$ cat src/weights.mem
// One row per kernel position 0..31, eight 16-bit words, filter 7 left, filter 0 right.
00a3ff5d0127fe88003cffb20211fde7
ff1900e4fe6a0155ffd00098ff4101c2
0072fef300b8ff6e0203fe2d0049ff8a
fe9c0131ffa700d6fee10164ff0b0087
01e9ff360058fe5200c1ff9301a4fe77
ff7d0024fed801190063fe4b00f5ffc6
0145ffa0016cfe3fff2800ddfe9a003e
fee6018fff51007b01b6ff0e0034fe61
0091fe0500caffbbfe73012affe90108
ff4c00adfe2b01d30017ff620186fecd
01fffe970081ff2e00e7fe14ff790153
fe300069ff840142fea500bf0026ff0d
00d9ff1701b0fe6d0055ff9efe4101e0
ff8f0138fe1600a0ff3301c800bdfeb4
0060feca00f1ff4801a9fe36ff580093
fec10104ff6b01e4fef900470172ff22
0115ff0a003ffe8d00ccfe5effa301b1
ff670197fe440029ff7a0111fe8300e2
01cdfeb00084ffd4fe2101790052ff3b
fe5a00f8ff1c01260075fea901eeff96
0038ff8101d7fe620148ffb7fe0800ab
ffa90157fe9200e9ff05006600c3fe49
0163fe1f0097ff3901bbfe7eff94002d
fe8b00b2ff27018affc10134fe500117
00f4ff6a0169fe040088ff4f01d9fe9f
ff3e01a2fe5f00c7fe0d019e0031ff71
0187fe2600eaff9b015efee4ff1400d1
00000000000000000000000000000000
00000000000000000000000000000000
00000000000000000000000000000000
00000000000000000000000000000000
00000000000000000000000000000000

$ cat src/conv1_pkg.sv
package conv1_pkg;

	// ====================================================================
	// Data path sizes
	// ====================================================================
	localparam int DATA_WIDTH = 16;                  // Activations, weights, results.
	localparam int ACC_WIDTH = 40;                   // Lane accumulator.
	localparam int KERNEL = 3;                       // Kernel side.
	localparam int CHANNELS = 3;                     // Input channels.
	localparam int PATCH_LEN = KERNEL * KERNEL * CHANNELS;
	localparam int ADDR_WIDTH = 5;                   // Kernel position, 32 ROM rows.
	localparam int NUM_FILTERS = 8;                  // One lane per filter.
	localparam int FILTER_IDX_WIDTH = 3;

	// ====================================================================
	// Fixed point
	// ====================================================================
	localparam int FRAC_BITS = 8;                    // Output scaling shift.
	localparam int SAT_MAX = 32767;                  // Largest 16-bit result.

	localparam string WEIGHT_FILE = "/design/src/weights.mem";

	// ====================================================================
	// FSM states
	// ====================================================================
	typedef enum logic [1:0] {
		IDLE,
		WAIT_REQ,
		ACK_HIGH,
		WAIT_DRAIN
	} loader_state_t;

	typedef enum logic [1:0] {
		EMPTY,
		SEND_REQ,
		WAIT_ACK_LOW
	} drain_state_t;

endpackage

$ cat src/design/conv1_weight_rom.sv
`timescale 1ns/1ps

module conv1_weight_rom (
	input  logic        [conv1_pkg::ADDR_WIDTH-1:0] addr,
	output logic signed [conv1_pkg::DATA_WIDTH-1:0] weights [conv1_pkg::NUM_FILTERS]
);

	import conv1_pkg::*;

	localparam int ROW_WIDTH = NUM_FILTERS * DATA_WIDTH;
	localparam int ROWS = 2 ** ADDR_WIDTH;

	// One row per kernel position, filter 0 in the low word.
	logic [ROW_WIDTH-1:0] rom [ROWS];
	logic [ROW_WIDTH-1:0] row;

	initial begin
		$readmemh(WEIGHT_FILE, rom);
	end

	assign row = rom[addr];                        // Asynchronous read.

	// Split the row into per-lane words.
	always_comb begin
		for (int f = 0; f < NUM_FILTERS; f++) begin
			weights[f] = $signed(row[f*DATA_WIDTH +: DATA_WIDTH]);
		end
	end

endmodule

$ cat src/design/patch_loader.sv
`timescale 1ns/1ps

module patch_loader (
	input  logic                                    clk,
	input  logic                                    reset,
	input  logic                                    in_req,
	input  logic signed [conv1_pkg::DATA_WIDTH-1:0] in_data,
	output logic                                    in_ack,
	input  logic                                    drain_free,
	output logic                                    mac_en,
	output logic                                    first,
	output logic signed [conv1_pkg::DATA_WIDTH-1:0] act,
	output logic        [conv1_pkg::ADDR_WIDTH-1:0] addr,
	output logic                                    patch_done
);

	import conv1_pkg::*;

	loader_state_t state;
	logic [ADDR_WIDTH-1:0] count;
	logic last;
	logic accept;

	assign last = (count == ADDR_WIDTH'(PATCH_LEN - 1));
	assign addr = count;                           // Held through the mac_en cycle.

	// The last activation of a patch waits for the drain to empty.
	always_comb begin
		accept = 1'b0;
		case (state)
			IDLE, WAIT_REQ: accept = in_req && (!last || drain_free);
			WAIT_DRAIN:     accept = drain_free;
			default:        accept = 1'b0;
		endcase
	end

	// ====================================================================
	// Handshake FSM and kernel position counter
	// ====================================================================
	always_ff @(posedge clk) begin
		if (reset) begin
			state <= IDLE;
			count <= '0;
			in_ack <= 1'b0;
		end else begin
			case (state)
				IDLE, WAIT_REQ: begin
					if (accept) begin
						in_ack <= 1'b1;
						state <= ACK_HIGH;
					end else if (in_req) begin
						state <= WAIT_DRAIN;   // Back-pressure from the drain.
					end
				end
				WAIT_DRAIN: begin
					if (accept) begin
						in_ack <= 1'b1;
						state <= ACK_HIGH;
					end
				end
				ACK_HIGH: begin
					if (!in_req) begin
						in_ack <= 1'b0;
						if (last) begin
							count <= '0;
							state <= IDLE;     // Patch complete.
						end else begin
							count <= count + 1'b1;
							state <= WAIT_REQ;
						end
					end
				end
				default: state <= IDLE;
			endcase
		end
	end

	// Strobes to the lanes and the drain.
	always_ff @(posedge clk) begin
		if (reset) begin
			mac_en <= 1'b0;
			first <= 1'b0;
			patch_done <= 1'b0;
		end else begin
			mac_en <= accept;
			first <= accept && (count == '0);
			patch_done <= mac_en && last;
		end
	end

	always_ff @(posedge clk) begin
		if (accept) begin
			act <= in_data;                        // Stable while in_req is high.
		end
	end

	ack_follows_req: assert property (@(posedge clk) disable iff (reset)
		$rose(in_ack) |-> $past(in_req));

endmodule

$ cat src/design/mac_lane.sv
`timescale 1ns/1ps

module mac_lane (
	input  logic                                    clk,
	input  logic                                    reset,
	input  logic                                    mac_en,
	input  logic                                    first,
	input  logic signed [conv1_pkg::DATA_WIDTH-1:0] act,
	input  logic signed [conv1_pkg::DATA_WIDTH-1:0] weight,
	output logic signed [conv1_pkg::ACC_WIDTH-1:0]  acc
);

	import conv1_pkg::*;

	localparam int PROD_WIDTH = 2 * DATA_WIDTH;

	logic signed [PROD_WIDTH-1:0] product;
	logic signed [ACC_WIDTH-1:0] product_ext;

	assign product = act * weight;
	assign product_ext = ACC_WIDTH'(product);      // Sign extended.

	always_ff @(posedge clk) begin
		if (reset) begin
			acc <= '0;
		end else if (mac_en) begin
			if (first) begin
				acc <= product_ext;                // Kernel position 0 restarts the sum.
			end else begin
				acc <= acc + product_ext;
			end
		end
	end

	// The loader only marks position 0 together with its strobe.
	first_with_strobe: assert property (@(posedge clk) disable iff (reset)
		first |-> mac_en);

endmodule

$ cat src/design/result_drain.sv
`timescale 1ns/1ps

module result_drain (
	input  logic                                          clk,
	input  logic                                          reset,
	input  logic                                          patch_done,
	input  logic signed [conv1_pkg::ACC_WIDTH-1:0]        acc [conv1_pkg::NUM_FILTERS],
	output logic                                          drain_free,
	output logic                                          out_req,
	output logic signed [conv1_pkg::DATA_WIDTH-1:0]       out_data,
	output logic        [conv1_pkg::FILTER_IDX_WIDTH-1:0] out_filter,
	input  logic                                          out_ack
);

	import conv1_pkg::*;

	drain_state_t state;
	logic signed [ACC_WIDTH-1:0] sums [NUM_FILTERS];
	logic last_filter;

	// Scale down, clamp negatives to zero, saturate at the 16-bit maximum.
	function automatic logic signed [DATA_WIDTH-1:0] scale_relu(
		input logic signed [ACC_WIDTH-1:0] sum
	);
		logic signed [ACC_WIDTH-1:0] shifted;
		shifted = sum >>> FRAC_BITS;
		if (shifted < 0) begin
			return '0;
		end else if (shifted > ACC_WIDTH'(SAT_MAX)) begin
			return DATA_WIDTH'(SAT_MAX);
		end else begin
			return shifted[DATA_WIDTH-1:0];
		end
	endfunction

	assign last_filter = (out_filter == FILTER_IDX_WIDTH'(NUM_FILTERS - 1));
	assign out_data = scale_relu(sums[out_filter]);

	// Lane sums are frozen here so the lanes can start the next patch.
	always_ff @(posedge clk) begin
		if (patch_done) begin
			sums <= acc;
		end
	end

	// ====================================================================
	// Output handshake FSM
	// ====================================================================
	always_ff @(posedge clk) begin
		if (reset) begin
			state <= EMPTY;
			drain_free <= 1'b1;
			out_req <= 1'b0;
			out_filter <= '0;
		end else begin
			case (state)
				EMPTY: begin
					if (patch_done) begin
						drain_free <= 1'b0;
						out_filter <= '0;
						state <= SEND_REQ;
					end
				end
				SEND_REQ: begin
					if (!out_req) begin
						out_req <= 1'b1;       // Data already settled.
					end else if (out_ack) begin
						out_req <= 1'b0;
						state <= WAIT_ACK_LOW;
					end
				end
				WAIT_ACK_LOW: begin
					if (!out_ack) begin
						if (last_filter) begin
							drain_free <= 1'b1;
							state <= EMPTY;
						end else begin
							out_filter <= out_filter + 1'b1;
							state <= SEND_REQ;
						end
					end
				end
				default: state <= EMPTY;
			endcase
		end
	end

	req_after_ack_low: assert property (@(posedge clk) disable iff (reset)
		$rose(out_req) |-> !$past(out_ack));

	// The loader must hold a finished patch while results are pending.
	no_overwrite: assert property (@(posedge clk) disable iff (reset)
		patch_done |-> drain_free);

endmodule

$ cat src/design/conv1_engine.sv
`timescale 1ns/1ps

module conv1_engine (
	input  logic                                          clk,
	input  logic                                          reset,
	input  logic                                          in_req,
	input  logic signed [conv1_pkg::DATA_WIDTH-1:0]       in_data,
	output logic                                          in_ack,
	output logic                                          out_req,
	output logic signed [conv1_pkg::DATA_WIDTH-1:0]       out_data,
	output logic        [conv1_pkg::FILTER_IDX_WIDTH-1:0] out_filter,
	input  logic                                          out_ack
);

	import conv1_pkg::*;

	logic mac_en;
	logic first;
	logic signed [DATA_WIDTH-1:0] act;
	logic [ADDR_WIDTH-1:0] addr;
	logic patch_done;
	logic drain_free;
	logic signed [DATA_WIDTH-1:0] weights [NUM_FILTERS];
	logic signed [ACC_WIDTH-1:0] acc [NUM_FILTERS];

	// ====================================================================
	// Input side
	// ====================================================================
	patch_loader u_loader (
		.clk        (clk),
		.reset      (reset),
		.in_req     (in_req),
		.in_data    (in_data),
		.in_ack     (in_ack),
		.drain_free (drain_free),
		.mac_en     (mac_en),
		.first      (first),
		.act        (act),
		.addr       (addr),
		.patch_done (patch_done)
	);

	conv1_weight_rom u_rom (
		.addr    (addr),
		.weights (weights)
	);

	// One lane per filter, all fed the same activation.
	for (genvar g = 0; g < NUM_FILTERS; g++) begin : g_lane
		mac_lane u_lane (
			.clk    (clk),
			.reset  (reset),
			.mac_en (mac_en),
			.first  (first),
			.act    (act),
			.weight (weights[g]),
			.acc    (acc[g])
		);
	end

	// ====================================================================
	// Output side
	// ====================================================================
	result_drain u_drain (
		.clk        (clk),
		.reset      (reset),
		.patch_done (patch_done),
		.acc        (acc),
		.drain_free (drain_free),
		.out_req    (out_req),
		.out_data   (out_data),
		.out_filter (out_filter),
		.out_ack    (out_ack)
	);

endmodule

$ cat config.mk
export PLATFORM = sky130hd
export DESIGN_NAME = conv1_engine
export DESIGN_NICKNAME = d
export VERILOG_FILES = /design/src/conv1_pkg.sv /design/src/design/conv1_weight_rom.sv /design/src/design/patch_loader.sv /design/src/design/mac_lane.sv /design/src/design/result_drain.sv /design/src/design/conv1_engine.sv
export SDC_FILE = /design/constraint.sdc
export NUM_CORES = 1
export LEC_CHECK = 0
export BUFFER_PORTS_ARGS = -buffer_cell sky130_fd_sc_hd__clkbuf_2
export CORE_MARGIN = 3
export CORE_UTILIZATION = 52
export CTS_BUF_LIST = sky130_fd_sc_hd__clkbuf_8
export DETAILED_ROUTE_END_ITERATION = 10
export GPL_ROUTABILITY_DRIVEN = 1
export GPL_TIMING_DRIVEN = 1
export PLACE_DENSITY = 0.95
export SETUP_SLACK_MARGIN = 0.05
export SYNTH_ARGS = -nofsm -noshare
export SYNTH_HDL_FRONTEND = slang
export SYNTH_SLANG_ARGS = --single-unit
$ cat constraint.sdc
create_clock -name clk -period 2.4 [get_ports clk]
set_input_delay 0.48 -clock clk [delete_from_list [all_inputs] [get_ports clk]]
set_output_delay 0.48 -clock clk [all_outputs]
set_load 0.03 [all_outputs]
==> reports/qor.yml <==
cp.arrival_ps: 1820
utilization_pct: 61.3
wl_per_cell_microns: 11.3
path_max_fanout: 4
clk_pin_slew_worst_paths_ps: 70
ir_worst_vdd_mv: 0.565
max_cap_viol_count: 0
fin_worst_skew_ps: 5.02
antenna_cells: 0
portBuffers: 8
fin_crit_sh_pct: 69.9
critPathCaptureType: "flip-flop"
hold_viol_final: 0
dieWidth_microns: 48.8
layout_common_cells: "17 x dfxtp_1, 16 x conb_1, 8 x clkbuf_2"
insertion_delay_ps: 250
detailed_place.area_sq_um: 942
firstDrtPassIters: 4
p_leak_uw: 0.000436
layout_commonest_cell: "dfxtp_1"
hpwlAfterDp_microns: 1060
p_sw_uw: 156
intPower_uw: 416
cp.required_ps: 2540
synthMuxAreaShare_pct: 2.23
grt_max_degree: 19
h-tree-depth: 1
gr-total-overflow: 0
grt_pass1_wl_microns: 2550
ff2ff_path_depth: 5
design_power_total_uw: 572
drc_errors: 0
core-area_sq_um: 1610
yosys.area_share.simple_pct: 23.1
outcome: "completed"
routed_via_density: 5.04
p_per_area_nw_per_um2: 578
cts_resized: 0
synth-xor-area-share_pct: 0
post-route-min-period_ps: 1680
initial_core_util_pct: 59.2
fp.dieArea_sq_um: 2390
cts_hold_buf: 0
path_class: "reg -> reg"
yosys_register_bits: 17
numCtsBuffers: 3
syn-cell-area_sq_um: 955
rsz0062_at_grt: "false"
synthAdderAreaFrac_pct: 5.24
synth-compound-area-share_pct: 17.3
finalWeightedCongestion: 0.767
clock-sinks: 17
max_freq_ghz: 0.596
grtUsageTotal_pct: 13.8
grt_pass1_vias: 572
setup_viol: 0
cts_root_buffer: "clkbuf_8"
ys_warn_count: 0
wl_microns: 1520
vias: 676
grt_antenna_before_repair: 0
start_kind: "flip-flop"
final_antenna_net_count: 0
io_pins: 41
stdcell_area_sq_um: 988
ys_seq_area_share_pct: 35.6
cts_tree: "built"
pwr-share-comb_pct: 11.3
fp.dieH_microns: 48.8
p_seq_share_pct: 51.2
swShare_pct: 27.3
cts_setup_buffers: 0
clock_path_buffers: 2
synth_top_family_by_area: "simple AND/OR/NAND/NOR gates"
rows: 14
synthToLayoutAreaGrowth_pct: 3.54
holdPathStages: 2
drive_gt1_share_pct: 17.3
slew_violations: 0
avgSynthCellArea_sq_um: 9.36
final.setup.tns_ps: 0
nets: 135
min_path_type: "reg -> reg"
synth_cell_type_count: 33
clkPwrFrac_pct: 37.5
drt-initial-drc-count: 5
syn_inst: 102
==> cell families (layout without fill, tap and decap cells) <==
logic type / after synthesis / count (layout)
buf+inv: 23 / 16
simple gates: 33 / 33
other cells: 1 / 16
fa+ha+maj: 4 / 4
mux: 2 / 2
flops: 17 / 17
compound gates: 22 / 22
==> final cells by class <==
class | instances | area [sq um]
Clock buffer | 3 | 41.3
Clock inverter | 1 | 5.00
Fill cell | 153 | 623
Inverter | 4 | 15.0
Multi-Input combinational cell | 77 | 517
Sequential cell | 17 | 340
Tap cell | 24 | 30.0
Timing Repair Buffer | 8 | 40.0
==> per-stage QoR <==
| step | cells | hold slack, ps | setup WS, ps |
|---|---|---|---|
| final | 134 | 467 | 722 |
| after global routing | 134 | 479 | 624 |
| after CTS | 134 | 474 | 713 |
| after detailed placement | 130 | 464 | 751 |
| after global placement | 130 | 445 | 795 |
| after floorplan | 117 | 442 | 732 |
==> critical path, stage by stage, from the launching register on <==
cell and delay (ps):
dfxtp_1 340, ha_1 210, ha_1 210, or3b_2 440, a21oi_1 240, o2bb2ai_1 110
==> final timing paths <==
path,slack [ps],end,startpoint
setup / recovery,720,u_drain.out_filter[0],u_drain.out_filter[0]
hold / removal,470,u_loader.in_ack,u_loader.in_ack
setup reg to reg,720,u_drain.out_filter[0],u_drain.out_filter[0]
hold reg to reg,470,u_loader.in_ack,u_loader.in_ack
==> power by group through the flow <==
stage	Clock, uW	Combinational (uW)	Sequential (uW)
floorplan	0	73.6	301
global placement	0	62.5	299
detailed placement	0	63.7	299
CTS	228	63.9	293
global route	240	69.5	293
finish	214	64.6	293
==> cells in the mapped netlist <==
cell type  instances  area (sq um)
nand3_1            4          20.0
nor2b_1            3          18.8
clkbuf_1           2          7.51
a311oi_2           1          15.0
nand2_1            6          22.5
or2b_1             1          7.51
nor3b_1            3          22.5
a32oi_1            1          8.76
or3_1              1          6.26
nand2b_1           7          43.8
inv_1              4          15.0
a41oi_1            2          17.5
nor2_1             3          11.3
ha_1               4          50.1
or3b_2             1          8.76
buf_6              1          11.3
a311oi_1           2          17.5
a21bo_2            1          10.0
buf_4             16           120
conb_1             1          3.75
a211oi_1           1          7.51
mux2i_1            1          10.0
nor4b_1            1          8.76
nand3b_1           1          7.51
nand4b_4           1          23.8
o21ai_0            1          5.00
dfxtp_1           17           340
a21oi_1            7          35.0
o21ba_2            1          10.0
o2bb2ai_1          3          26.3
a31oi_1            2          12.5
nor3b_4            1          18.8
mux2_2             1          11.3
==> per-layer routing <==
layer	up-vias	routed length, microns	share of wire [%]	GRT usage [%]
li1	346	-	-	-
met1	308	664	44	15.8
met2	20	743	49	23.1
met3	2	91	6.0	4.89
met4	0	15	0.99	5.69
met5	-	0	0	0
==> registers in the layout, summed over array words and instances, names as in the netlist <==
register             count
u_loader.patch_done      1
u_drain.state            2
u_drain.drain_free       1
u_loader.state           2
u_drain.out_filter       3
u_loader.in_ack          1
u_drain.out_req          1
u_loader.addr            5
u_loader.mac_en          1
No activity file was read; power rests on OpenSTA's default activity.
